## src/design/rv64_exec_config.svh

```systemverilog
`ifndef RV64_EXEC_CONFIG_SVH
`define RV64_EXEC_CONFIG_SVH

// ~~~~~~~~~~~~~~~~~~~~~~~~~~~~~~~~~~~~~~~~~~~~~~~~~~~~~~~~~~~~~~~~~~~~~~~~~~~~
// execute stage sizing.
// ~~~~~~~~~~~~~~~~~~~~~~~~~~~~~~~~~~~~~~~~~~~~~~~~~~~~~~~~~~~~~~~~~~~~~~~~~~~~

// data path width.
`define RV_XLEN 64

// instruction word width.
`define RV_ILEN 32

// architectural integer registers.
`define RV_NREGS 32

// sequential pc increment.
`define RV_PC_STEP 4

`endif

```

## src/design/rv64_exec_pkg.sv

```systemverilog
`include "rv64_exec_config.svh"

package rv64_exec_pkg;

    typedef logic [`RV_XLEN-1:0]          xdata_t;
    typedef logic [31:0]                  word_t;
    typedef logic [$clog2(`RV_NREGS)-1:0] reg_addr_t;
    typedef logic [`RV_XLEN-1:0]          pc_t;
    typedef logic [`RV_ILEN-1:0]          instr_t;

    // major opcodes handled by the stage.
    typedef enum logic [6:0] {
        OP        = 7'b0110011,
        OP_IMM    = 7'b0010011,
        OP_32     = 7'b0111011,
        OP_IMM_32 = 7'b0011011,
        LUI       = 7'b0110111,
        AUIPC     = 7'b0010111,
        JAL       = 7'b1101111,
        JALR      = 7'b1100111,
        BRANCH    = 7'b1100011
    } major_op_e;

    typedef enum logic [3:0] {
        ADD, SUB, SLL, SLT, SLTU, XOR, SRL, SRA, OR, AND, PASS_B
    } alu_op_e;

    typedef enum logic [2:0] {
        NONE, EQ, NE, LT, GE, LTU, GEU, ALWAYS
    } br_cond_e;

    typedef struct packed {
        reg_addr_t rs1;
        reg_addr_t rs2;
        reg_addr_t rd;
        alu_op_e   alu_op;
        br_cond_e  br_cond;
        logic      use_imm;
        logic      use_pc_a;
        logic      word_mode;
        logic      is_jalr;
        logic      writes_rd;
        logic      illegal;
        xdata_t    imm;
    } dec_op_t;

    typedef struct packed {
        logic      valid;
        logic      we;
        reg_addr_t rd;
        xdata_t    data;
        pc_t       next_pc;
    } wb_t;

endpackage

```

## src/design/rv64_decoder.sv

```systemverilog
`timescale 1ns/1ps

`include "rv64_exec_config.svh"

module rv64_decoder (
    input  rv64_exec_pkg::instr_t  i_instr,
    output rv64_exec_pkg::dec_op_t o_op
);

    logic [6:0]            opcode;
    logic [2:0]            funct3;
    logic [6:0]            funct7;
    logic                  rr_f7_bad;
    logic                  sh64_bad;
    logic                  w_f3_ok;
    rv64_exec_pkg::xdata_t imm_i;
    rv64_exec_pkg::xdata_t imm_b;
    rv64_exec_pkg::xdata_t imm_u;
    rv64_exec_pkg::xdata_t imm_j;

    function automatic rv64_exec_pkg::alu_op_e alu_from_f3(input logic [2:0] f3,
                                                           input logic       alt);
        rv64_exec_pkg::alu_op_e op;
        case (f3)
            3'b000:  op = alt ? rv64_exec_pkg::SUB : rv64_exec_pkg::ADD;
            3'b001:  op = rv64_exec_pkg::SLL;
            3'b010:  op = rv64_exec_pkg::SLT;
            3'b011:  op = rv64_exec_pkg::SLTU;
            3'b100:  op = rv64_exec_pkg::XOR;
            3'b101:  op = alt ? rv64_exec_pkg::SRA : rv64_exec_pkg::SRL;
            3'b110:  op = rv64_exec_pkg::OR;
            default: op = rv64_exec_pkg::AND;
        endcase
        return op;
    endfunction

    assign opcode = i_instr[6:0];
    assign funct3 = i_instr[14:12];
    assign funct7 = i_instr[31:25];

    assign imm_i = {{(`RV_XLEN-12){i_instr[31]}}, i_instr[31:20]};
    assign imm_b = {{(`RV_XLEN-12){i_instr[31]}}, i_instr[7], i_instr[30:25],
                    i_instr[11:8], 1'b0};
    assign imm_u = {{(`RV_XLEN-32){i_instr[31]}}, i_instr[31:12], 12'b0};
    assign imm_j = {{(`RV_XLEN-20){i_instr[31]}}, i_instr[19:12], i_instr[20],
                    i_instr[30:21], 1'b0};

    // alternate funct7 only for sub and sra.
    assign rr_f7_bad = !((funct7 == 7'b0000000) ||
                         (funct7 == 7'b0100000 && (funct3 == 3'b000 || funct3 == 3'b101)));
    // rv64 immediate shifts carry a 6-bit shamt under funct6.
    assign sh64_bad  = (funct3 == 3'b001) ? (i_instr[31:26] != 6'b000000) :
                       (funct3 == 3'b101) ? !(i_instr[31:26] == 6'b000000 ||
                                              i_instr[31:26] == 6'b010000) : 1'b0;
    assign w_f3_ok   = (funct3 == 3'b000) || (funct3 == 3'b001) || (funct3 == 3'b101);

    always_comb begin
        o_op         = '0;
        o_op.rs1     = i_instr[19:15];
        o_op.rs2     = i_instr[24:20];
        o_op.rd      = i_instr[11:7];
        o_op.alu_op  = rv64_exec_pkg::ADD;
        o_op.br_cond = rv64_exec_pkg::NONE;
        o_op.imm     = imm_i;
        case (opcode)
            rv64_exec_pkg::OP: begin
                o_op.alu_op    = alu_from_f3(funct3, funct7[5]);
                o_op.writes_rd = 1'b1;
                o_op.illegal   = rr_f7_bad;
            end
            rv64_exec_pkg::OP_IMM: begin
                o_op.alu_op    = alu_from_f3(funct3, funct3 == 3'b101 && i_instr[30]);
                o_op.use_imm   = 1'b1;
                o_op.writes_rd = 1'b1;
                o_op.illegal   = sh64_bad;
            end
            rv64_exec_pkg::OP_32: begin
                o_op.alu_op    = alu_from_f3(funct3, funct7[5]);
                o_op.word_mode = 1'b1;
                o_op.writes_rd = 1'b1;
                o_op.illegal   = rr_f7_bad || !w_f3_ok;
            end
            rv64_exec_pkg::OP_IMM_32: begin
                o_op.alu_op    = alu_from_f3(funct3, funct3 == 3'b101 && i_instr[30]);
                o_op.use_imm   = 1'b1;
                o_op.word_mode = 1'b1;
                o_op.writes_rd = 1'b1;
                // shamt bit 5 set falls out as a bad funct7.
                o_op.illegal   = !w_f3_ok || (funct3 != 3'b000 && rr_f7_bad);
            end
            rv64_exec_pkg::LUI: begin
                o_op.alu_op    = rv64_exec_pkg::PASS_B;
                o_op.use_imm   = 1'b1;
                o_op.imm       = imm_u;
                o_op.writes_rd = 1'b1;
            end
            rv64_exec_pkg::AUIPC: begin
                o_op.use_imm   = 1'b1;
                o_op.use_pc_a  = 1'b1;
                o_op.imm       = imm_u;
                o_op.writes_rd = 1'b1;
            end
            rv64_exec_pkg::JAL: begin
                o_op.br_cond   = rv64_exec_pkg::ALWAYS;
                o_op.imm       = imm_j;
                o_op.writes_rd = 1'b1;
            end
            rv64_exec_pkg::JALR: begin
                o_op.br_cond   = rv64_exec_pkg::ALWAYS;
                o_op.is_jalr   = 1'b1;
                o_op.writes_rd = 1'b1;
                o_op.illegal   = (funct3 != 3'b000);
            end
            rv64_exec_pkg::BRANCH: begin
                o_op.imm = imm_b;
                case (funct3)
                    3'b000:  o_op.br_cond = rv64_exec_pkg::EQ;
                    3'b001:  o_op.br_cond = rv64_exec_pkg::NE;
                    3'b100:  o_op.br_cond = rv64_exec_pkg::LT;
                    3'b101:  o_op.br_cond = rv64_exec_pkg::GE;
                    3'b110:  o_op.br_cond = rv64_exec_pkg::LTU;
                    3'b111:  o_op.br_cond = rv64_exec_pkg::GEU;
                    default: o_op.illegal = 1'b1;
                endcase
            end
            default: o_op.illegal = 1'b1;
        endcase
        // an illegal word falls through to the next sequential pc.
        if (o_op.illegal) begin
            o_op.writes_rd = 1'b0;
            o_op.br_cond   = rv64_exec_pkg::NONE;
            o_op.is_jalr   = 1'b0;
        end
    end

endmodule

```

## config.mk

```make
export PLATFORM = sky130hd
export DESIGN_NAME = rv64_decoder
export DESIGN_NICKNAME = d
export VERILOG_FILES = /design/src/design/rv64_exec_pkg.sv /design/src/design/rv64_decoder.sv
export VERILOG_INCLUDE_DIRS = /design/src /design/src/design
export SDC_FILE = /design/constraint.sdc
export NUM_CORES = 1
export LEC_CHECK = 0
export BUFFER_PORTS_ARGS = -buffer_cell sky130_fd_sc_hd__buf_2
export CORE_MARGIN = 2
export CORE_UTILIZATION = 30
export DETAILED_ROUTE_END_ITERATION = 6
export PLACE_DENSITY = 0.72
export REMOVE_ABC_BUFFERS = 1
export SETUP_SLACK_MARGIN = 0.02
export SLEW_MARGIN = 20
export SYNTH_ARGS = -nofsm -noshare
export SYNTH_HDL_FRONTEND = slang
export SYNTH_SLANG_ARGS = --single-unit
```

## constraint.sdc

```tcl
create_clock -name vclk -period 3.35
set_input_delay 0.5025 -clock vclk [all_inputs]
set_output_delay 0.5025 -clock vclk [all_outputs]
set_load 0.01 [all_outputs]
```

Yosys cells after proc, flatten, opt, wreduce, memory -nomap -nowiden
Cells that the tools add are included.
{"block": "op_classes", "n_eq_ne": 18, "muxes": 21, "reduce_logical": 27}
{"cell": "31-bit case mux with 3 select lines", "count": 1}
{"cell": "4-bit case mux with 7 select lines", "count": 2}
{"cell": "7-bit by 6-bit == test with 1-bit output (second input constant)", "count": 4}
{"cell": "7-bit by 5-bit == test with 1-bit output (second input constant)", "count": 3}
{"cell": "7-bit == test (second input constant)", "count": 3}
{"cell": "3-bit case mux with 6 select lines", "count": 1}
{"cell": "3-bit == test (second input constant)", "count": 4}
{"cell": "1-bit two-way mux", "count": 12}
{"cell": "4-bit case mux with 3 select lines", "count": 1}
{"cell": "2-bit OR reduction", "count": 5}
{"cell": "8-bit OR reduction", "count": 1}
{"cell": "7-bit zero test", "count": 1}
{"cell": "1-bit logical OR", "count": 7}
{"cell": "1-bit case mux with 7 select lines", "count": 1}
{"cell": "3-bit by 2-bit == test with 1-bit output (second input constant)", "count": 2}
{"cell": "6-bit by 5-bit == test with 1-bit output (second input constant)", "count": 1}
{"cell": "6-bit zero test", "count": 1}
{"cell": "3-bit case mux with 2 select lines", "count": 1}
{"cell": "6-bit nonzero test", "count": 1}
{"cell": "6-bit OR reduction", "count": 1}
{"cell": "4-bit OR reduction", "count": 1}
{"cell": "3-bit by 1-bit == test with 1-bit output (second input constant)", "count": 1}
{"cell": "1-bit logical AND", "count": 3}
{"cell": "1-bit zero test", "count": 3}
{"cell": "5 further kinds", "count": 5}
{"block": "word_totals", "reg_bits": 0, "inputBits": 32, "out_inout_bits": 92, "word_cells": 66}

Longest topological paths before layout
{"block": "depth", "ltp_word": 9, "mapped_depth": 7, "mapped_depth_nobuf": 5}

Least setup slack after synthesis
No wires, ideal clock.
{"block": "synth_timing", "kind": "input port to output port", "start": "input port i_instr[2]", "end": "output port o_op[64] (netlist bit)", "arrival_time_ns": 1.805, "required_ns": 2.847, "setup_slack_ns": 1.042, "stages": 5, "n_path_buf": 1, "cell_sequence": "buf_2 -> nor3_1 -> nand2_1 -> o41ai_2 -> or4_1"}
{"item": "start: declaration", "line_no": "rv64_decoder.sv:6", "rtl": "input rv64_exec_pkg::instr_t i_instr,"}
{"item": "end: declaration", "line_no": "rv64_decoder.sv:7", "rtl": "output rv64_exec_pkg::dec_op_t o_op"}

==> flow_summary.toml <==
[route]
avgViaCountPerCell = 4.65
vias = 1344
detail_route.drc_violations = 0
dr.pass1.iters = 4
ant_nets = 0
detail_route.wl_per_cell_um = 12.8
drt_wl_total_mm = 3.69
dr.first_iter.drc_count = 43

[floorplanning]
core-area_um2 = 3610
io_pins = 124
floorplan.initialDensity_pct = 30.9
floorplan.die.height_um = 65.0
die_width_um = 65.0
fp.dieArea_um2 = 4220
core.rowCount = 22

[critical_path]
setup.worst_path.start_class = "input pin"
critPathArrivalTime_ps = 2120
critical_path_class = "in -> out"
critical_path_required_ps = 2850
crit_path_max_fanout = 5
timing.critical_path.to_type = "output port"

[sta]
setup_ws_ps = 731
worst-slew-pin-transition_ps = 721
timing_max_transition_violations_final = 0
finalHoldViolations = 0
period_utilisation_layout_pct = 78.2
max_freq_ghz = 0.382
fin_worst_hold_slack_ps = 1210
total_negative_setup_slack_ps = 0
worst_slew_margin_rel_pct = 51.8
rsz0062_at_grt = "no"
final-setup-viol-count = 0
fin_crit_ps = 2620

[clocking]
cts_setup_buffers = 0
ctsResizeCount = 0
ctsHoldBuffers = 0

[finish]
area_added_between_synthesis_and_finish_pct = 27.0
layout.area.seq_um2 = 0
antenna_cells = 0
drive_gt1_share_pct = 56.0
final_net_count = 275
design_area_um2 = 1420
final_cells = 289
finalCoreUtilization_pct = 39.3
layout.sequential_cells = 0
clockBufferCount = 0
multi_input_area_um2 = 687
final.fill_count = 400

[synthesis]
synth_top_area_share_pct = 32.3
synth_top_cell_by_area = "buf_4"
syn_area_um2 = 1110
synthesis.area_per_instance_um2 = 6.52
yosysSeqAreaShare_pct = 0
yosysWarningCount = 0
synth.lib_cells_used.distinct = 38
synthTopCellsByArea = "buf_4 (32%), a21o_1 (13%), nand2_1 (4.4%), a21oi_1 (4.0%), and2_1 (3.4%)"
syn-instance-count = 171

[place]
place.detailed.instances = 289
preCtsSetupSlack_ps = 728
dp.final_hpwl_mm = 3.06
port-buffer-count = 124
post_dp_area_um2 = 1420
gp_congestion = 0.907

[power]
vdd_ir_drop_max_uv = 72.2
power_per_cell_area_nw_per_um2 = 124
cellLeakagePower_nw = 0.892
power_mw = 0.175

[grt]
grt_start_max_net_pins = 35
global_route.usage.total_pct = 15.6
grt_first_pass_wirelength_mm = 5.41
grt_overflow = 0
antenna_found_initial = 0
first_global_vias = 1101

[outcome]
status = "complete, no violations"

[worst_hold_path]
worst_hold_path_type = "in -> out"

[run]
max_capacitance_violation_count = 0
Yosys cell counts:
cell type / instances
nand2b_1: 1
buf_2: 3
nor4_2: 2
a221o_1: 1
o21a_1: 1
xor2_1: 1
and2b_1: 1
and2_1: 6
nand2_1: 13
nor4_1: 1
a211oi_1: 1
nand3_1: 3
a311oi_1: 1
buf_4: 48
clkbuf_1: 6
and3_1: 3
nand2b_4: 1
nor2_4: 1
a22oi_1: 1
nor2_1: 10
o41ai_2: 1
nand3b_1: 1
buf_6: 1
and3b_1: 1
nor3_1: 5
nor3_2: 1
a21o_1: 19
nor2b_1: 6
a21oi_1: 9
a22o_1: 1
a32o_1: 2
a211o_1: 1
inv_1: 5
or4_1: 2
or2_4: 1
nor3b_1: 2
o21ai_1: 1
o21ai_0: 7
cells by family (layout without fill, tap and decap cells):
| family | after synthesis | count (layout) | share of synthesized area, % |
|---|---|---|---|
| AO/OA/AOI/OAI | 46 | 46 | 29.0 |
| buffers and inverters | 63 | 133 | 38.4 |
| AND/OR/NAND/NOR | 61 | 61 | 31.9 |
| XOR/XNOR | 1 | 1 | 0.786 |
power breakdown:
part           switching, mW  internal (mW)
combinational         0.0999         0.0753
sequential                 0              0
clock                      0              0
total                 0.0999         0.0753
worst max-delay path: stages:
cell and delay [ps]:
buf_2 110, nor4_2 390, nor3b_1 300, o41ai_2 140
or4_1 510, buf_2 160
final timing paths:
path        start        to  cells after the start
max   i_instr[31]  o_op[64]                      6
min    i_instr[8]  o_op[78]                      2
final cells by class:
cell class	instances	share of cell area [%]
Multi-Input combinational cell	108	48.5
Timing Repair Buffer	128	45.9
Tap cell	48	4.24
Inverter	5	1.33
layout by cell type, fill, tap and decap left out, drive strengths merged, types with 5 or more instances in the layout:
cell type	instances
nor2	11
buf	128
inv	5
a21o	19
a21oi	9
and2	6
nor2b	6
nand2	13
nor3	6
o21ai	8
routing by layer:
metal / global-route usage (%) / part of all wire [%] / vias up
li1: - / - / 687
met1: 22.3 / 44 / 601
met2: 26.5 / 49 / 56
met3: 1.74 / 6.4 / 0
met4: 0 / 0 / 0
met5: 0 / 0 / -
(Power assumes the default switching activity.)
