### config.mk
export PLATFORM = sky130hd
export DESIGN_NAME = rv64_regfile
export DESIGN_NICKNAME = d
export VERILOG_FILES = /design/src/design/rv64_exec_pkg.sv /design/src/design/rv64_regfile.sv
export VERILOG_INCLUDE_DIRS = /design/src /design/src/design
export SDC_FILE = /design/constraint.sdc
export NUM_CORES = 2
export LEC_CHECK = 0
export BUFFER_PORTS_ARGS = -buffer_cell sky130_fd_sc_hd__buf_2
export CAP_MARGIN = 5
export CORE_MARGIN = 3
export CORE_UTILIZATION = 33
export CTS_BUF_LIST = sky130_fd_sc_hd__clkbuf_4 sky130_fd_sc_hd__clkbuf_8 sky130_fd_sc_hd__clkbuf_16
export DETAILED_ROUTE_END_ITERATION = 10
export PLACE_DENSITY = 0.47
export SYNTH_ARGS = -nofsm -noshare
export SYNTH_HDL_FRONTEND = slang
export SYNTH_SLANG_ARGS = --single-unit
### constraint.sdc
create_clock -name clk -period 1.8 [get_ports clk]
set_input_delay 0 -clock clk [delete_from_list [all_inputs] [get_ports clk]]
set_output_delay 0 -clock clk [all_outputs]
set_load 0.005 [all_outputs]
### src/design/rv64_exec_config.svh
`ifndef RV64_EXEC_CONFIG_SVH
`define RV64_EXEC_CONFIG_SVH

// ~~~~~~~~~~~~~~~~~~~~~~~~~~~~~~~~~~~~~~~~~~~~~~~~~~~~~~~~~~~~~~~~~~~~~~~~~~~~
// execute stage sizing.
// ~~~~~~~~~~~~~~~~~~~~~~~~~~~~~~~~~~~~~~~~~~~~~~~~~~~~~~~~~~~~~~~~~~~~~~~~~~~~

// data path width.
`define RV_XLEN 64

// instruction word width.
`define RV_ILEN 32

// architectural integer registers.
`define RV_NREGS 32

// sequential pc increment.
`define RV_PC_STEP 4

`endif

### src/design/rv64_exec_pkg.sv
`include "rv64_exec_config.svh"

package rv64_exec_pkg;

    typedef logic [`RV_XLEN-1:0]          xdata_t;
    typedef logic [31:0]                  word_t;
    typedef logic [$clog2(`RV_NREGS)-1:0] reg_addr_t;
    typedef logic [`RV_XLEN-1:0]          pc_t;
    typedef logic [`RV_ILEN-1:0]          instr_t;

    // major opcodes handled by the stage.
    typedef enum logic [6:0] {
        OP        = 7'b0110011,
        OP_IMM    = 7'b0010011,
        OP_32     = 7'b0111011,
        OP_IMM_32 = 7'b0011011,
        LUI       = 7'b0110111,
        AUIPC     = 7'b0010111,
        JAL       = 7'b1101111,
        JALR      = 7'b1100111,
        BRANCH    = 7'b1100011
    } major_op_e;

    typedef enum logic [3:0] {
        ADD, SUB, SLL, SLT, SLTU, XOR, SRL, SRA, OR, AND, PASS_B
    } alu_op_e;

    typedef enum logic [2:0] {
        NONE, EQ, NE, LT, GE, LTU, GEU, ALWAYS
    } br_cond_e;

    typedef struct packed {
        reg_addr_t rs1;
        reg_addr_t rs2;
        reg_addr_t rd;
        alu_op_e   alu_op;
        br_cond_e  br_cond;
        logic      use_imm;
        logic      use_pc_a;
        logic      word_mode;
        logic      is_jalr;
        logic      writes_rd;
        logic      illegal;
        xdata_t    imm;
    } dec_op_t;

    typedef struct packed {
        logic      valid;
        logic      we;
        reg_addr_t rd;
        xdata_t    data;
        pc_t       next_pc;
    } wb_t;

endpackage

### src/design/rv64_regfile.sv
`timescale 1ns/1ps

`include "rv64_exec_config.svh"

module rv64_regfile (
    input  logic                     clk,
    input  logic                     i_rst_n,
    input  rv64_exec_pkg::reg_addr_t i_rs1_addr,
    input  rv64_exec_pkg::reg_addr_t i_rs2_addr,
    output rv64_exec_pkg::xdata_t    o_rs1_data,
    output rv64_exec_pkg::xdata_t    o_rs2_data,
    input  logic                     i_we,
    input  rv64_exec_pkg::reg_addr_t i_wr_addr,
    input  rv64_exec_pkg::xdata_t    i_wr_data
);

    rv64_exec_pkg::xdata_t regs [`RV_NREGS];

    // ~~~~~~~~~~~~~~~~~~~~~~~~~~~~~~~~~~~~~~~~~~~~~~~~~~~~~~~~~~~~~~~~~~~~~~~~
    // write port.
    // ~~~~~~~~~~~~~~~~~~~~~~~~~~~~~~~~~~~~~~~~~~~~~~~~~~~~~~~~~~~~~~~~~~~~~~~~

    always_ff @(posedge clk or negedge i_rst_n) begin
        if (!i_rst_n) begin
            for (int i = 0; i < `RV_NREGS; i++) begin
                regs[i] <= '0;
            end
        end else if (i_we && (i_wr_addr != '0)) begin
            regs[i_wr_addr] <= i_wr_data;
        end
    end

    // ~~~~~~~~~~~~~~~~~~~~~~~~~~~~~~~~~~~~~~~~~~~~~~~~~~~~~~~~~~~~~~~~~~~~~~~~
    // read ports, no bypass of the current write.
    // ~~~~~~~~~~~~~~~~~~~~~~~~~~~~~~~~~~~~~~~~~~~~~~~~~~~~~~~~~~~~~~~~~~~~~~~~

    assign o_rs1_data = (i_rs1_addr == '0) ? '0 : regs[i_rs1_addr];
    assign o_rs2_data = (i_rs2_addr == '0) ? '0 : regs[i_rs2_addr];

endmodule

### After elaboration in Yosys (flattened, before gate mapping)

Cells that the tools add are included.

* register bits: 2048
* bits in latches: 0
* bits in writable memories: 0
* ROM bits: 0
* bits of input ports: 82
* output and inout bits: 128
* logic and storage cells: 55
* memories: 0

* $add $sub $neg: 0
* multiply operators: 0
* divide/modulo/power cells: 0
* order comparisons: 4
* equality and inequality tests: 0
* shift operators: 0
* multiplexer cells: 11
* bitwise logic cells: 3
* reductions and logical operators: 5

Operators by type and width (count)
* $bwmux W2048: 1
* $bmux W64 S5: 2
* $mux W64: 7
* $demux W64 S5: 1
* $ge A6 B6 Y1 const B: 3
* $not A5 Y6: 3
* $logic_not A5 Y1: 2
* $lt A6 B1 Y1 const B: 1
* $reduce_bool A5 Y1: 1
* $logic_and A1 B1 Y1: 2

### Longest topological paths before layout

* depth after elaboration: 6
* gate-level depth with buffers: 10
* mapped depth without buffers: 4

### Worst setup path before layout

OpenSTA, ideal clock, no wires.

* path type: input to output
* from: in i_rs2_addr[0]
* to: out o_rs2_data[14]
* data arrival time: 1.759 ns
* required time: 1.800 ns
* slack: 0.041 ns
* stages: 8
* path buffers: 4
* cells stage by stage: buf_2 buf_6 buf_2 buf_2 mux4_2 mux2i_1 o22ai_1 a31o_2

* longest elaborated chain between the ends: 5
* elaborated cells between the ends (all ways): 6
* classes of those cells: mux (4); bitwise (1); reduce/logical (1)

RTL lines
* from (decl): RTL line rv64_regfile.sv:9 `input rv64_exec_pkg::reg_addr_t i_rs2_addr,`
* $not A5 Y6 (implied by the code): RTL line rv64_regfile.sv:38 `assign o_rs2_data = (i_rs2_addr == '0) ? '0 : regs[i_rs2_addr];`
* $bmux W64 S5: RTL line rv64_regfile.sv:38
* $mux W64 (implied by the code) (2 in series): RTL line rv64_regfile.sv:38
* $mux W64 *: RTL line rv64_regfile.sv:38
* to (decl): RTL line rv64_regfile.sv:11 `output rv64_exec_pkg::xdata_t o_rs2_data,`

Every way passes the cells marked *; elsewhere a longest branch is shown, timed or not. The select of a mux whose other input is x is not followed.

### Worst setup path after layout

* from: reg regs[1821] in the netlist's numbering
* to: out o_rs2_data[29]

* longest elaborated chain between the ends: 4

RTL lines
* from (decl): RTL line rv64_regfile.sv:17 `` rv64_exec_pkg::xdata_t regs [`RV_NREGS]; ``
* from (signal, indexed assignment): RTL line rv64_regfile.sv:29 `regs[i_wr_addr] <= i_wr_data;`
* $bmux W64 S5: RTL line rv64_regfile.sv:38
* $mux W64 (implied by the code) (2 in series): RTL line rv64_regfile.sv:38
* $mux W64: RTL line rv64_regfile.sv:38

No other way between the ends. The select of a mux whose other input is x is not followed.

==> impl_summary.txt <==
----------------------------------------------------
[Timing]
  RSZ-0062 raised after global routing ... true
  Final setup vio count ... 128
  Final worst-path setup slack ... -0.952 ns
  Worst-margin pin slew ... 0.956 ns
  Maximum clock skew at final layout ... 0 ns
  Slew Viols, Final ... 0
  Hold WS ... 0.204 ns
  Headroom to the max-slew limit ... 0.363
  Fin crit share ... 1.53
  Max Clk Rate ... 0.363 GHz
  Min cycle time layout ... 2.75 ns
  Number of endpoints with negative hold slack in the final report ... 0

[Pwr]
  Static power due to leakage ... 59.0 nW
  Sequential power share ... 0.414
  Switch share ... 0.273
  Cell internal pwr ... 107 mW
  VDD IR max ... 816 uV
  Net switching power of the design ... 40.3 mW
  Ratio of total power to cell area ... 1090 nW/um^2
  Clock power share ... 0.358
  Total power of the final layout ... 148 mW
  Combinational share of power ... 0.228

[Floorplanning]
  Die Area ... 335,000 um^2
  Starting density of the core ... 0.333
  Die Y ... 579 um
  Area of the core ... 326,000 um^2
  Num ports ... 210
  Site row count ... 209
  Overall die width ... 579 um

[Routing]
  Number of iterations in the first detailed-routing pass ... 7
  WL per Instance ... 32.3 um
  Number of DRC violations after detailed routing ... 0
  Via count ... 69,700
  Total wirelength of the detailed-routed design ... 397,000 um
  Post-route antenna net violation count ... 0
  Number of DRC markers after the initial detailed-route iteration ... 4,760
  Vias/cell ... 5.67

[GRT]
  Via count of the first global-routing pass ... 75,100
  Wire length of the first global-routing pass ... 573,000 um
  Global-route congestion overflow total ... 0
  Maximum number of pins on one net before global-route repair ... 136
  Overall track demand over capacity in global routing ... 0.236
  Antenna violations before repair ... 24

[Clock network]
  Clock edge transition at the registers on the reported setup and hold paths ... 0.06 ns
  CTS buffer count ... 244
  Clock net sink count ... 2,048
  Clock H-tree levels ... 4
  TritonCTS clock tree ... built
  Insertion delay of the later-clocked pin in the worst-skew pair ... 0.91 ns
  Clk buf depth ... 4
  Buffer type at the clock tree root ... sky130_fd_sc_hd__clkbuf_16

[Synthesis]
  Number of instances in the synthesized netlist ... 6,963
  Total of warnings raised by yosys ... 0
  Post-synthesis area per instance ... 15.6 um^2
  Netlist area before placement ... 108,000 um^2
  Number of library cell types mapped by synthesis ... 48
  Dominant register cell in the synthesized netlist ... sky130_fd_sc_hd__dfrtp_1
  Synthesis-stage register bit count ... 2,048
  Sequential area share after synthesis ... 0.473
  Nets in the synthesized netlist ... 7,045
  Ys async rst share ... 1.00
  Post-synth EDFFs ... 0

[Cells and area]
  Final-stage net count ... 7,843
  Number of fill cells ... 29,600
  Post-layout utilization of the core ... 0.416
  Register bank with the most flops ... regs
  Area growth syn-to-layout ... 24.8%
  Biggest registers after layout ... regs x2048
  Flip-flop count of the largest register, all copies and words added ... 2,048
  Share of layout cells above drive strength 1 ... 0.626

[Placement]
  Post-DP HPWL ... 266,000 um
  Final RePlAce weighted congestion ... 0.820
  Number of I/O port buffers ... 209
  Setup WS pre-CTS ... -0.715 ns

[Worst setup path]
  Slowest Stage Delay on Critical Path ... 0.58 ns
  Worst Path Buf+Inv ... 1
  Top cell family by delay on the critical path ... multiplexers
  Cell-by-cell listing of the critical path ... mux4_2, mux2i_1, nor2_1, or4_4, buf_6
  Type of the worst setup path ... flop to primary output
  R2r setup slk ... 0.77 ns
  Critical path endpoint category ... primary output
  Cell at the slowest stage of the critical path ... sky130_fd_sc_hd__or4_4
  Critical path launch point type ... flop
  CP arrival ... 2.75 ns
  Req. time, crit path ... 1.80 ns
  Maximum fanout along the worst path ... 3

[Worst hold path]
  Classification of the worst-slack hold path ... primary input to asynchronous set/reset pin

[Outcome]
  Status ... finished, violations left
  Failing checks ... negative setup slack

[Flow run]
  Max-cap viol count ... 0

----------------------------------------------------
## routing by layer
layer,vias up,GRT usage,routed length [um]
li1,28700,-,-
met1,38700,0.319,172000
met2,1741,0.395,194000
met3,577,0.0306,16900
met4,10,0.0706,13300
met5,-,0,57
## placed cells by master (no fill, tap or decap), types with 25 or more instances in the layout
cell / netlist / routed
sky130_fd_sc_hd__a22oi_1: 26 / 26
sky130_fd_sc_hd__buf_12: 0 / 330
sky130_fd_sc_hd__buf_2: 286 / 135
sky130_fd_sc_hd__buf_4: 26 / 717
sky130_fd_sc_hd__buf_6: 10 / 97
sky130_fd_sc_hd__clkbuf_16: 0 / 246
sky130_fd_sc_hd__clkbuf_4: 0 / 45
sky130_fd_sc_hd__clkbuf_8: 0 / 73
sky130_fd_sc_hd__clkinv_2: 0 / 51
sky130_fd_sc_hd__dfrtp_1: 2048 / 2047
sky130_fd_sc_hd__dlygate4sd3_1: 0 / 72
sky130_fd_sc_hd__mux2_2: 2008 / 1992
sky130_fd_sc_hd__mux2i_1: 520 / 450
sky130_fd_sc_hd__mux2i_2: 0 / 57
sky130_fd_sc_hd__mux4_2: 968 / 968
sky130_fd_sc_hd__nor2b_1: 39 / 30
sky130_fd_sc_hd__o22ai_1: 182 / 137
sky130_fd_sc_hd__o22ai_2: 0 / 43
sky130_fd_sc_hd__or2_1: 71 / 46
sky130_fd_sc_hd__or2_4: 0 / 25
## Yosys cell counts, types with 4 or more instances
library cell / n / area [um^2]
sky130_fd_sc_hd__a21oi_1: 13 / 65.1
sky130_fd_sc_hd__dfrtp_1: 2048 / 51200
sky130_fd_sc_hd__or4_1: 4 / 30.0
sky130_fd_sc_hd__mux2_2: 2008 / 22600
sky130_fd_sc_hd__o22a_1: 17 / 149
sky130_fd_sc_hd__or2_1: 71 / 444
sky130_fd_sc_hd__buf_6: 10 / 113
sky130_fd_sc_hd__buf_4: 26 / 195
sky130_fd_sc_hd__nand2_1: 40 / 150
sky130_fd_sc_hd__o31ai_1: 4 / 30.0
sky130_fd_sc_hd__or3_1: 4 / 25.0
sky130_fd_sc_hd__nor3_1: 17 / 85.1
sky130_fd_sc_hd__nor4_1: 12 / 75.1
sky130_fd_sc_hd__a22o_1: 11 / 96.3
sky130_fd_sc_hd__nand2b_1: 14 / 87.6
sky130_fd_sc_hd__nor2b_1: 39 / 244
sky130_fd_sc_hd__clkbuf_1: 434 / 1630
sky130_fd_sc_hd__nand3_1: 9 / 45.0
sky130_fd_sc_hd__mux4_2: 968 / 21800
sky130_fd_sc_hd__nor3_2: 4 / 40.0
sky130_fd_sc_hd__a2111oi_0: 9 / 78.8
sky130_fd_sc_hd__buf_1: 51 / 191
sky130_fd_sc_hd__o32ai_1: 4 / 35.0
sky130_fd_sc_hd__and3_1: 5 / 31.3
sky130_fd_sc_hd__buf_2: 286 / 1430
sky130_fd_sc_hd__a31o_2: 13 / 114
sky130_fd_sc_hd__mux2i_1: 520 / 5200
sky130_fd_sc_hd__and2_1: 6 / 37.5
sky130_fd_sc_hd__o221ai_1: 12 / 105
sky130_fd_sc_hd__mux2_1: 14 / 158
sky130_fd_sc_hd__a22oi_1: 26 / 195
sky130_fd_sc_hd__o22ai_1: 182 / 1140
sky130_fd_sc_hd__a211o_1: 13 / 114
sky130_fd_sc_hd__nor2_1: 30 / 113
sky130_fd_sc_hd__o211ai_1: 4 / 30.0
sky130_fd_sc_hd__a211oi_1: 14 / 105
## layout make-up
| type | instances | area (um^2) | area share |
|---|---|---|---|
| Timing Repair Buffer | 1359 | 14600 | 0.108 |
| Clock buffer | 363 | 7480 | 0.0553 |
| Tap cell | 4325 | 5410 | 0.0400 |
| Multi-Input combinational cell | 4108 | 55400 | 0.409 |
| Clock inverter | 89 | 1150 | 0.00852 |
| Sequential cell | 2048 | 51300 | 0.379 |
| Antenna cell | 4 | 10.0 | 0.0000740 |
## power by group through the flow
stage	Clock (mW)	Combinational, mW	Sequential [mW]
after floorplan	0	21.2	59.5
after global placement	0	31.0	61.2
after detailed placement	0	31.6	61.7
after CTS	54.3	33.5	60.9
after global routing	56.1	36.1	62.2
final	52.9	33.7	61.1
## what timing repair did
action | 4_1_cts | 5_1_grt
endpoints found under the hold margin | 4032 | 0
buffers inserted | 47 | 22
gates resized for setup | 295 | 104
endpoints found under the setup margin | 128 | 198
cloned | 0 | 0
pin swaps | 170 | 70
hold buffers | 73 | 0
## path summary, 6_finish.rpt
check | startpoint | to | depth (start not counted)
worst max-delay path | regs[1821] | o_rs2_data[29] | 5
worst min-delay path | i_rst_n | regs[240] | 4
worst max register to register | regs[1041] | regs[1041] | 3
worst min register to register | regs[2015] | regs[2015] | 0
max in group asynchronous | i_rst_n | regs[1502] | 6
min in group clk | i_wr_data[51] | regs[883] | 3
## worst reg2reg max path, stage by stage (launching register included)
cell and delay [ns]:
sky130_fd_sc_hd__dfrtp_1 0.39, sky130_fd_sc_hd__buf_4 0.14, sky130_fd_sc_hd__buf_4 0.12, sky130_fd_sc_hd__mux2_2 0.26
## cells by family after synthesis
| logic type | Yosys count | share of synthesized area |
|---|---|---|
| mux | 3510 | 0.459 |
| compound gates | 328 | 0.0214 |
| flops | 2048 | 0.473 |
| simple gates | 270 | 0.0141 |
| buf+inv | 807 | 0.0328 |
## metrics by stage
stage	cells	area, um^2	TNS, ns
detailed placement	11700	124000	-123.62
global placement	11700	124000	-109.12
CTS	12300	135000	-105.34
finish	12300	135000	-93.69
floorplan	6963	108000	0
global route	12300	135000	-105.77
Note: power is estimated with default switching activity, not from simulation.
