===== src/design/rv64_exec_config.svh =====
`ifndef RV64_EXEC_CONFIG_SVH
`define RV64_EXEC_CONFIG_SVH

// ~~~~~~~~~~~~~~~~~~~~~~~~~~~~~~~~~~~~~~~~~~~~~~~~~~~~~~~~~~~~~~~~~~~~~~~~~~~~
// execute stage sizing.
// ~~~~~~~~~~~~~~~~~~~~~~~~~~~~~~~~~~~~~~~~~~~~~~~~~~~~~~~~~~~~~~~~~~~~~~~~~~~~

// data path width.
`define RV_XLEN 64

// instruction word width.
`define RV_ILEN 32

// architectural integer registers.
`define RV_NREGS 32

// sequential pc increment.
`define RV_PC_STEP 4

`endif


===== src/design/rv64_exec_pkg.sv =====
`include "rv64_exec_config.svh"

package rv64_exec_pkg;

    typedef logic [`RV_XLEN-1:0]          xdata_t;
    typedef logic [31:0]                  word_t;
    typedef logic [$clog2(`RV_NREGS)-1:0] reg_addr_t;
    typedef logic [`RV_XLEN-1:0]          pc_t;
    typedef logic [`RV_ILEN-1:0]          instr_t;

    // major opcodes handled by the stage.
    typedef enum logic [6:0] {
        OP        = 7'b0110011,
        OP_IMM    = 7'b0010011,
        OP_32     = 7'b0111011,
        OP_IMM_32 = 7'b0011011,
        LUI       = 7'b0110111,
        AUIPC     = 7'b0010111,
        JAL       = 7'b1101111,
        JALR      = 7'b1100111,
        BRANCH    = 7'b1100011
    } major_op_e;

    typedef enum logic [3:0] {
        ADD, SUB, SLL, SLT, SLTU, XOR, SRL, SRA, OR, AND, PASS_B
    } alu_op_e;

    typedef enum logic [2:0] {
        NONE, EQ, NE, LT, GE, LTU, GEU, ALWAYS
    } br_cond_e;

    typedef struct packed {
        reg_addr_t rs1;
        reg_addr_t rs2;
        reg_addr_t rd;
        alu_op_e   alu_op;
        br_cond_e  br_cond;
        logic      use_imm;
        logic      use_pc_a;
        logic      word_mode;
        logic      is_jalr;
        logic      writes_rd;
        logic      illegal;
        xdata_t    imm;
    } dec_op_t;

    typedef struct packed {
        logic      valid;
        logic      we;
        reg_addr_t rd;
        xdata_t    data;
        pc_t       next_pc;
    } wb_t;

endpackage


===== src/design/rv64_branch_unit.sv =====
`timescale 1ns/1ps

`include "rv64_exec_config.svh"

module rv64_branch_unit (
    input  rv64_exec_pkg::dec_op_t i_op,
    input  rv64_exec_pkg::xdata_t  i_rs1_data,
    input  rv64_exec_pkg::xdata_t  i_rs2_data,
    input  rv64_exec_pkg::pc_t     i_pc,
    output rv64_exec_pkg::pc_t     o_next_pc,
    output rv64_exec_pkg::xdata_t  o_link
);

    logic                  eq;
    logic                  lt_s;
    logic                  lt_u;
    logic                  taken;
    rv64_exec_pkg::pc_t    seq_pc;
    rv64_exec_pkg::pc_t    br_target;
    rv64_exec_pkg::xdata_t jalr_sum;
    rv64_exec_pkg::pc_t    jalr_target;

    assign eq   = (i_rs1_data == i_rs2_data);
    assign lt_s = $signed(i_rs1_data) < $signed(i_rs2_data);
    assign lt_u = i_rs1_data < i_rs2_data;

    always_comb begin
        case (i_op.br_cond)
            rv64_exec_pkg::EQ:     taken = eq;
            rv64_exec_pkg::NE:     taken = !eq;
            rv64_exec_pkg::LT:     taken = lt_s;
            rv64_exec_pkg::GE:     taken = !lt_s;
            rv64_exec_pkg::LTU:    taken = lt_u;
            rv64_exec_pkg::GEU:    taken = !lt_u;
            rv64_exec_pkg::ALWAYS: taken = 1'b1;
            default:               taken = 1'b0;
        endcase
    end

    // ~~~~~~~~~~~~~~~~~~~~~~~~~~~~~~~~~~~~~~~~~~~~~~~~~~~~~~~~~~~~~~~~~~~~~~~~
    // targets.
    // ~~~~~~~~~~~~~~~~~~~~~~~~~~~~~~~~~~~~~~~~~~~~~~~~~~~~~~~~~~~~~~~~~~~~~~~~

    assign seq_pc    = i_pc + rv64_exec_pkg::pc_t'(`RV_PC_STEP);
    assign br_target = i_pc + i_op.imm;

    // jalr drops bit 0 of the sum.
    assign jalr_sum    = i_rs1_data + i_op.imm;
    assign jalr_target = {jalr_sum[`RV_XLEN-1:1], 1'b0};

    assign o_link    = seq_pc;
    assign o_next_pc = i_op.is_jalr ? jalr_target :
                       taken        ? br_target   : seq_pc;

endmodule


===== config.mk =====
export PLATFORM = sky130hd
export DESIGN_NAME = rv64_branch_unit
export DESIGN_NICKNAME = d
export VERILOG_FILES = /design/src/design/rv64_exec_pkg.sv /design/src/design/rv64_branch_unit.sv
export VERILOG_INCLUDE_DIRS = /design/src /design/src/design
export SDC_FILE = /design/constraint.sdc
export NUM_CORES = 1
export LEC_CHECK = 0
export BUFFER_PORTS_ARGS = -buffer_cell sky130_fd_sc_hd__clkbuf_2
export CORE_ASPECT_RATIO = 0.5
export CORE_UTILIZATION = 24
export DETAILED_ROUTE_END_ITERATION = 10
export PLACE_DENSITY = 0.44
export SYNTH_ARGS = -nofsm -noshare
export SYNTH_HDL_FRONTEND = slang
export SYNTH_SLANG_ARGS = --single-unit

===== constraint.sdc =====
create_clock -name vclk -period 8.85
set_clock_uncertainty 0.2 [all_clocks]
set_input_delay 1.77 -clock vclk [all_inputs]
set_output_delay 1.77 -clock vclk [all_outputs]
set_load 0.01 [all_outputs]

# After elaboration in Yosys (flattened, before gate mapping)
# Index checks and enable logic that the tools add are counted.
dict set report word_totals {
  reg_bits 0
  input_bits 284
  out_inout_bits 128
  wordCells 19
}
dict set report classes {
  addsub 3
  order_cmp 2
  eq_ne 8
  mux 3
  reduce_logical 3
}
# op count
set ops {}
lappend ops {{$add 64x64->64} 2}
lappend ops {{$lt 64x64->1} 2}
lappend ops {{$mux 64} 2}
lappend ops {{$add 64x3->64 const B} 1}
lappend ops {{$eq 64x64->1} 1}
lappend ops {{$eq 3x3->1 const B} 4}
lappend ops {{$pmux 1 s7} 1}
lappend ops {{$eq 3x2->1 const B} 2}
lappend ops {{$eq 3x1->1 const B} 1}
lappend ops {{$logic_not 1->1} 3}

# Logic depth before layout (Yosys ltp)
# Gate-level depths: netlist of the first run.
dict set report depth {
  ltp_word 5
  ltp_mapped 15
  depth_no_buf 13
}

# Worst setup path after synthesis of the first run
# OpenSTA, ideal clock, no wires.
dict set report synth_timing {
  path_type {input-to-output}
  from {input port i_op[11] in the netlist's numbering}
  to {output port o_next_pc[62]}
  t_arrival_ns 4.612
  required_ns 6.880
  path_slack_ns 2.268
  cell_stages 11
  n_path_buf 0
  cell_sequence {ha_1 -> a21oi_1 -> nor2b_1 -> or4_1 -> o21a_1 -> o21ai_2 -> a21oi_2 -> a31oi_1 -> mux2_1 -> or4_1 -> a22oi_1}
}
dict set report synth_between {
  elab_chain_len 3
  elab_cells_between_ends 4
  cone_classes {add/sub: 2; mux: 2}
}
# item line_no
set synth_lines {}
lappend synth_lines {{start: declaration} rv64_branch_unit.sv:6} ;# input rv64_exec_pkg::dec_op_t i_op,
lappend synth_lines {{$add 64x64->64} rv64_branch_unit.sv:45} ;# assign br_target = i_pc + i_op.imm;
lappend synth_lines {{$mux 64} rv64_branch_unit.sv:53} ;# taken ? br_target : seq_pc;
lappend synth_lines {{$mux 64 *} rv64_branch_unit.sv:52} ;# assign o_next_pc = i_op.is_jalr ? jalr_target :
lappend synth_lines {{end: declaration} rv64_branch_unit.sv:10} ;# output rv64_exec_pkg::pc_t o_next_pc,
# Mark *: on every way between the ends. The rest lies on a longest branch, timed or not.

# Final worst setup path of the first run
dict set report layout_timing {
  from {input port i_rs1_data[33]}
  to {output port o_next_pc[21]}
}
dict set report layout_between {
  elab_chain_len 5
  elab_cells_between_ends 9
  cone_classes {order compare: 2; eq/ne: 1; mux: 3; reduce/logical: 3}
}
# item line_no
set layout_lines {}
lappend layout_lines {{start: declaration} rv64_branch_unit.sv:7} ;# input rv64_exec_pkg::xdata_t i_rs1_data,
lappend layout_lines {{$lt 64x64->1 (tied with other cells)} rv64_branch_unit.sv:25} ;# assign lt_u = i_rs1_data < i_rs2_data;
lappend layout_lines {{$logic_not 1->1, on equally long branches} {rv64_branch_unit.sv:34, rv64_branch_unit.sv:30, rv64_branch_unit.sv:32}}
lappend layout_lines {{$pmux 1 s7 *} rv64_branch_unit.sv:28} ;# case (i_op.br_cond)
lappend layout_lines {{$mux 64 *} rv64_branch_unit.sv:53}
lappend layout_lines {{$mux 64 *} rv64_branch_unit.sv:52}
# Marked as above.

==> impl_results.md, run 1 <==
* Distinct cell type count after synthesis at 86
* Final instance area at 0.0145 mm²
* Vias in the first global route at 13800
* Final Max Slew Viols at 0
* Final min period at 8070 ps
* Final ANT Viol Nets at 0
* Synth Cell Area at 0.0120 mm²
* Commonest non-fill, non-tap cell in the layout: clkbuf_2
* First-pass GRT wire length at 83.1 mm
* Die W at 318 µm
* PortBufs at 388
* Remaining Overflow, GRT at 0
* Wire length on met2 at 26.4 mm
* Global placer's final weighted congestion at 0.908
* Setup bufs post-CTS at 0
* Worst Path Required at 6880 ps
* RSZ-0062 raised after global routing: false
* Register area share after synthesis at 0%
* Wire per inst at 20.2 µm
* Post-DP Area at 0.0145 mm²
* M1 WL at 25.8 mm
* Via/cell ratio at 5.19
* Max stage delay on crit path at 760 ps
* Max cap viols at 0
* Reg area at 0 µm²
* DR WL met3 at 2.07 mm
* Hold WS at 3570 ps
* Syn_area_per_cell at 6.76 µm²
* Hpwl dp at 49.0 mm
* Util after Layout at 29.7%
* Most frequent cells in the layout: 387 x clkbuf_2, 190 x ha_1, 182 x a21oi_1
* Worst hold-check path type: in2out
* Peak supply drop at 0.0210 mV
* Final Hold Fails at 0
* Final setup violation count at 0
* Row cnt at 57
* Seq cells at 0
* Overall Global Routing Usage at 20.7%
* Ys Warns at 0
* Layout cells sized above 1 at 21.2%
* Leakage at 7.25 nW
* Cell Pwr Density at 79.7 mW/mm²
* Worst-margin pin slew at 853 ps
* Cell family with most CP delay: compound AO/OA/AOI/OAI gates
* Post-route DRC violation count at 0
* Layout net count at 2580
* Startpoint types: input pin
* Max frequency at 124 MHz
* I/O pin cnt at 412
* Cts hold-fix bufs at 0
* Buf/Inv on CP at 4
* Largest net degree at the start of global routing at 42
* 1st-pass router iterations at 5
* Cells after synthesis at 1777
* Crit path cell chain: clkbuf_2 -> ha_1 -> a21oi_1 -> o21ai_0 -> a221oi_2 -> o21ai_1 -> a311oi_2 -> nand2_1 -> o221ai_2 -> or2_4 -> buf_12 -> buf_4 -> mux2i_1 -> a21oi_1 -> clkbuf_2
* Die ar. at 0.0510 mm²
* Slew HR at 41.7%
* Max layer used: met4
* Status: finished clean
* Final period utilization at 91.2%
* Die Span Y at 160 µm
* CP Max Fanout at 31
* Worst EP arrival at 6100 ps
* Post-cts resize count at 0
* Worst path slowest cell: a311oi_2
* Final Total Pwr at 0.00116 W
* Synthesized Nets at 2253
* Antenna violations before repair at 1
* Setup TNS at 0 ps
* Initial Util at 24.5%
* CP endpoint kind: output port
* Layout clock buffers at 0
* Setup CP Type: in2out
* Synth-to-layout area growth at 21.2%
* Core area at 0.0489 mm²
* Final wirelength at 55.5 mm
* Vias after detailed routing at 14300
* DRT iter0 DRCs at 959
[per-layer routing]
layer / vias up / GRT usage [%]
met1: 6764 / 27.8
li1: 7199 / -
met2: 275 / 35.9
met5: - / 0
met3: 54 / 1.74
met4: 0 / 4.50
[power breakdown]
| group | total (W) | leakage (nW) | internal (W) | switching (W) |
|---|---|---|---|---|
| registers | 0 | 0 | 0 | 0 |
| logic | 0.00116 | 7.25 | 0.000462 | 0.000698 |
| clock network | 0.0000000000151 | 0.00000634 | 0.0000000000151 | 0 |
| total | 0.00116 | 7.25 | 0.000462 | 0.000698 |
[final timing paths]
| check | from | to | cells past startpoint |
|---|---|---|---|
| worst max-delay path | i_rs1_data[33] | o_next_pc[21] | 15 |
| worst min-delay path | i_pc[0] | o_link[0] | 2 |
[per-stage QoR]
step	setup slack, ps	instances
6_report	779	2752
5_1_grt	615	2752
4_1_cts	827	2751
3_5_place_dp	836	2751
3_3_place_gp	852	2751
2_1_floorplan	2270	1777
[cells in the mapped netlist, types with 50 or more instances]
master,number,area (µm²)
o21ai_0,85,425
clkbuf_1,56,210
nand4_1,59,369
a21oi_1,182,911
nand3_1,66,330
a21o_1,88,661
ha_1,190,2380
nand2_1,169,634
mux2i_1,71,711
xnor2_1,120,1050
inv_1,109,409
xor2_1,50,438
nor2_1,122,458
[layout make-up]
cell class / instances / area (µm²)
multi-input combinational: 1587 / 11200
tap: 649 / 812
inverter: 109 / 409
antenna: 1 / 2.50
timing repair buffer: 406 / 2090
fill: 5532 / 34400
[logic make-up after synthesis]
family / Yosys count / share of synthesized area [%]
adders and majority gates: 192 / 20.1
AOI/OAI and AO/OA: 549 / 29.6
buffers and inverters: 190 / 6.45
xor gates and xnor gates: 170 / 12.4
and+or+nand+nor: 600 / 24.9
muxes: 76 / 6.51
Note: power is estimated with default switching activity, not from simulation.
==> inputs of run 2 (changes only) <==
--- a/config.mk
+++ b/config.mk
@@ -7,10 +7,13 @@
 export NUM_CORES = 1
 export LEC_CHECK = 0
 export BUFFER_PORTS_ARGS = -buffer_cell sky130_fd_sc_hd__clkbuf_2
+export CELL_PAD_IN_SITES_DETAIL_PLACEMENT = 1
+export CELL_PAD_IN_SITES_GLOBAL_PLACEMENT = 1
 export CORE_ASPECT_RATIO = 0.5
+export CORE_MARGIN = 5
 export CORE_UTILIZATION = 24
 export DETAILED_ROUTE_END_ITERATION = 10
-export PLACE_DENSITY = 0.44
+export PLACE_DENSITY = 0.66
 export SYNTH_ARGS = -nofsm -noshare
 export SYNTH_HDL_FRONTEND = slang
 export SYNTH_SLANG_ARGS = --single-unit
==> impl_results.md, run 2 (synthesized netlist as in run 1, its figures left out) <==
* Status: finished clean
* Worst EP arrival at 5880 ps
* Global placer's final weighted congestion at 0.940
* Cell Pwr Density at 80.9 mW/mm²
* DRT iter0 DRCs at 767
* Wire per inst at 21.5 µm
* CP Max Fanout at 7
* Setup bufs post-CTS at 0
* Slew HR at 36.2%
* Final wirelength at 59.2 mm
* Commonest non-fill, non-tap cell in the layout: clkbuf_2
* Final Hold Fails at 0
* Core area at 0.0490 mm²
* Hpwl dp at 52.3 mm
* Worst Path Required at 6880 ps
* Final Max Slew Viols at 0
* Buf/Inv on CP at 5
* Initial Util at 24.5%
* Layout net count at 2580
* Startpoint types: input pin
* Layout clock buffers at 0
* I/O pin cnt at 412
* Final min period at 7850 ps
* Cts hold-fix bufs at 0
* Final Total Pwr at 0.00118 W
* Seq cells at 0
* Via/cell ratio at 5.34
* Vias after detailed routing at 14700
* 1st-pass router iterations at 5
* Reg area at 0 µm²
* Overall Global Routing Usage at 20.1%
* Max stage delay on crit path at 730 ps
* Die Span Y at 168 µm
* Setup CP Type: in2out
* Hold path depth at 2
* Row cnt at 57
* RSZ-0062 raised after global routing: false
* Final setup violation count at 0
* Vias in the first global route at 15000
* Post-route DRC violation count at 0
* Cell family with most CP delay: simple AND/OR/NAND/NOR gates
* Synth-to-layout area growth at 21.1%
* CP endpoint kind: output port
* PortBufs at 388
* Final period utilization at 88.7%
* Max frequency at 127 MHz
* First-pass GRT wire length at 88.8 mm
* Max cap viols at 0
* Largest net degree at the start of global routing at 65
* Remaining Overflow, GRT at 0
* Antenna violations before repair at 4
* Worst path slowest cell: nor4_1
* Peak supply drop at 0.0224 mV
* Setup TNS at 0 ps
* Leakage at 7.24 nW
* Die W at 326 µm
* Worst hold-check path type: in2out
* Final ANT Viol Nets at 0
* Worst path depth at 15
* Worst-margin pin slew at 949 ps
* Layout cells sized above 1 at 21.2%
* Die ar. at 0.0549 mm²
* Crit path cell chain: clkbuf_2 -> inv_1 -> ha_1 -> nand4_1 -> nor4_1 -> nand4_1 -> nor3_1 -> mux2i_1 -> o221ai_2 -> buf_4 -> nor2_1 -> buf_4 -> nor2_1 -> a221o_1 -> clkbuf_2
* Most frequent cells in the layout: 387 x clkbuf_2, 190 x ha_1, 182 x a21oi_1
* Post-cts resize count at 0
## run 2: changes by cell type in the layout (fill, tap and decap cells not counted)
cell     previous run  this run
buf_12              1         0
buf_4              17        18
diode_2             1         4
## run 2: final cells by class
cell class,instances,area (µm²)
tap,649,812
fill,6350,34500
multi-input combinational,1587,11200
inverter,109,409
timing repair buffer,406,2080
antenna,4,10.0
## run 2: power by group
group          leakage, nW     internal [W]        total [W]  switching (W)
clock            0.0000254  0.0000000000607  0.0000000000607              0
combinational         7.24         0.000463          0.00118       0.000713
sequential               0                0                0              0
## run 2: metrics by stage
stage | cells | util, % | hold WS, ps | setup slack (ps) | cell area, µm²
after detailed placement | 2751 | 29.7 | 3570 | 947 | 14500
after global routing | 2755 | 29.7 | 3570 | 783 | 14500
after CTS | 2751 | 29.7 | 3570 | 939 | 14500
after global placement | 2751 | 29.7 | 3560 | 1060 | 14500
final | 2755 | 29.7 | 3570 | 999 | 14500
after floorplan | 1777 | - | 3380 | 2270 | 12000
## run 2: routing by layer
layer | share of wire (%) | global-route usage, %
met1 | 44 | 26.0
met2 | 51 | 38.0
met3 | 2.7 | 0.341
met4 | 1.9 | 3.40
met5 | 0 | 0
## run 2: path summary, 6_finish.rpt
kind                             to  slack, ps            from
worst min-delay path      o_link[0]       3570         i_pc[0]
worst max-delay path  o_next_pc[34]       1000  i_rs2_data[47]
==> inputs of run 3 (changes only) <==
--- a/config.mk
+++ b/config.mk
@@ -11,9 +11,10 @@
 export CELL_PAD_IN_SITES_GLOBAL_PLACEMENT = 1
 export CORE_ASPECT_RATIO = 0.5
 export CORE_MARGIN = 5
-export CORE_UTILIZATION = 24
+export CORE_UTILIZATION = 40
 export DETAILED_ROUTE_END_ITERATION = 10
-export PLACE_DENSITY = 0.66
+export PLACE_DENSITY = 0.95
+export RECOVER_POWER = 25
 export SYNTH_ARGS = -nofsm -noshare
 export SYNTH_HDL_FRONTEND = slang
 export SYNTH_SLANG_ARGS = --single-unit
==> impl_results.md, run 3 (synthesized netlist as in run 1, its figures left out) <==
* Worst EP arrival at 5960 ps
* Setup CP Type: in2out
* Die W at 255 µm
* First-pass GRT wire length at 86.9 mm
* Fin cells at 2485
* Remaining Overflow, GRT at 0
* Leakage at 7.11 nW
* Max cap viols at 0
* Layout net count at 2570
* Final Max Slew Viols at 0
* Post-Place Worst Slack at 1010 ps
* Max layer used: met5
* Setup bufs post-CTS at 0
* Final Total Pwr at 0.00117 W
* DRT iter0 DRCs at 1293
* Overall Global Routing Usage at 31.4%
* Final wirelength at 57.0 mm
* Worst hold-check path type: in2out
* Core area at 0.0293 mm²
* CP Max Fanout at 19
* Final period utilization at 89.6%
* Cts hold-fix bufs at 0
* Via/cell ratio at 6.16
* Util after Layout at 48.2%
* Worst-margin pin slew at 1200 ps
* Worst Path Required at 6880 ps
* Wire length on met2 at 26.9 mm
* Crit path cell chain: clkbuf_2 -> ha_1 -> a21oi_1 -> o21ai_0 -> a221oi_2 -> o21ai_1 -> a311oi_2 -> nand2_1 -> o221ai_2 -> or2_4 -> buf_4 -> mux2_4 -> mux2i_4 -> clkbuf_2
* Hold_sp: i_pc[0]
* Vias after detailed routing at 15300
* Global placer's final weighted congestion at 1.01
* Final Hold Fails at 0
* Post-route DRC violation count at 0
* DR WL met3 at 3.87 mm
* Post-Place Cells at 2483
* Antenna violations before repair at 3
* I/O pin cnt at 412
* Setup TNS at 0 ps
* Initial Util at 41.0%
* Seq cells at 0
* RSZ-0062 raised after global routing: false
* Die ar. at 0.0338 mm²
* Max frequency at 126 MHz
* Fillers at 4074
* Layout clock buffers at 0
* Wire per inst at 22.9 µm
* Startpoint types: input pin
* Most frequent cells in the layout: 357 x clkbuf_2, 190 x ha_1, 182 x a21oi_1
* Slew HR at 19.2%
* Min-Delay Endpoint: o_link[0]
* M1 WL at 24.2 mm
* Final setup violation count at 0
* PortBufs at 388
* Post-cts resize count at 0
* Hold path depth at 2
* Reg area at 0 µm²
* Peak supply drop at 0.0318 mV
* Final setup margin at 916 ps
* Synth-to-layout area growth at 17.5%
* Largest net degree at the start of global routing at 36
* Row cnt at 44
* CP dominant cell by count: clkbuf_2
* Die Span Y at 133 µm
* Final ANT Viol Nets at 0
* Vias in the first global route at 15500
* Hpwl dp at 49.8 mm
* 1st-pass router iterations at 5
* Layout cells sized above 1 at 19.4%
* Worst path slowest cell: a311oi_2
* Commonest non-fill, non-tap cell in the layout: clkbuf_2
* Final min period at 7930 ps
* Max stage delay on crit path at 680 ps
* Cell Pwr Density at 83.1 mW/mm²
* CP endpoint kind: output port
* Status: finished clean
[run 3: cell types whose count changed in the layout (fill, tap and decap cells not counted), moves of 2 or more]
cell,before,now
clkbuf_2,387,357
diode_2,4,2
clkbuf_1,0,30
buf_4,18,7
[run 3: worst max path at each step]
stage	slack, ps	endpoint	depth (start not counted)	start
final	920	o_next_pc[32]	14	i_rs1_data[33]
after global routing	740	o_next_pc[32]	14	i_rs1_data[35]
after CTS	980	o_next_pc[32]	14	i_rs1_data[33]
after detailed placement	1010	o_next_pc[32]	14	i_rs1_data[33]
after global placement	1030	o_next_pc[32]	14	i_rs1_data[33]
after floorplan	2270	o_next_pc[62]	11	i_op[11]
[run 3: worst max-delay path: cells and delay by family]
kind	cells	cell delay [ps]
adder cells (fa/ha/maj)	1	310
AO/OA/AOI/OAI	6	2160
AND/OR/NAND/NOR	2	610
multiplexers	2	480
buffers and inverters	3	620
[run 3: metrics by stage]
stage,hold slack (ps),area [µm²]
final,3570,14100
after CTS,3570,14100
after global routing,3590,14100
after detailed placement,3570,14100
after global placement,3570,14100
after floorplan,3380,12000
[run 3: power breakdown]
group	total [W]	internal, W	switching (W)
Clock	0.0000000000304	0.0000000000304	0
Sequential	0	0	0
Combinational	0.00117	0.000459	0.000714
[run 3: routing by layer]
layer / vias up / global-route usage, %
met2: 619 / 53.8
met3: 151 / 3.51
met1: 7363 / 41.3
met5: - / 0
li1: 7179 / -
met4: 2 / 9.72
[run 3: area by class of cell]
class / instances / area (µm²) / area share, %
diodes: 2 / 5.00 / 0.0355
inverters: 109 / 409 / 2.90
multi-input cells: 1587 / 11200 / 79.6
well taps: 391 / 489 / 3.47
repair buffers: 396 / 1980 / 14.0
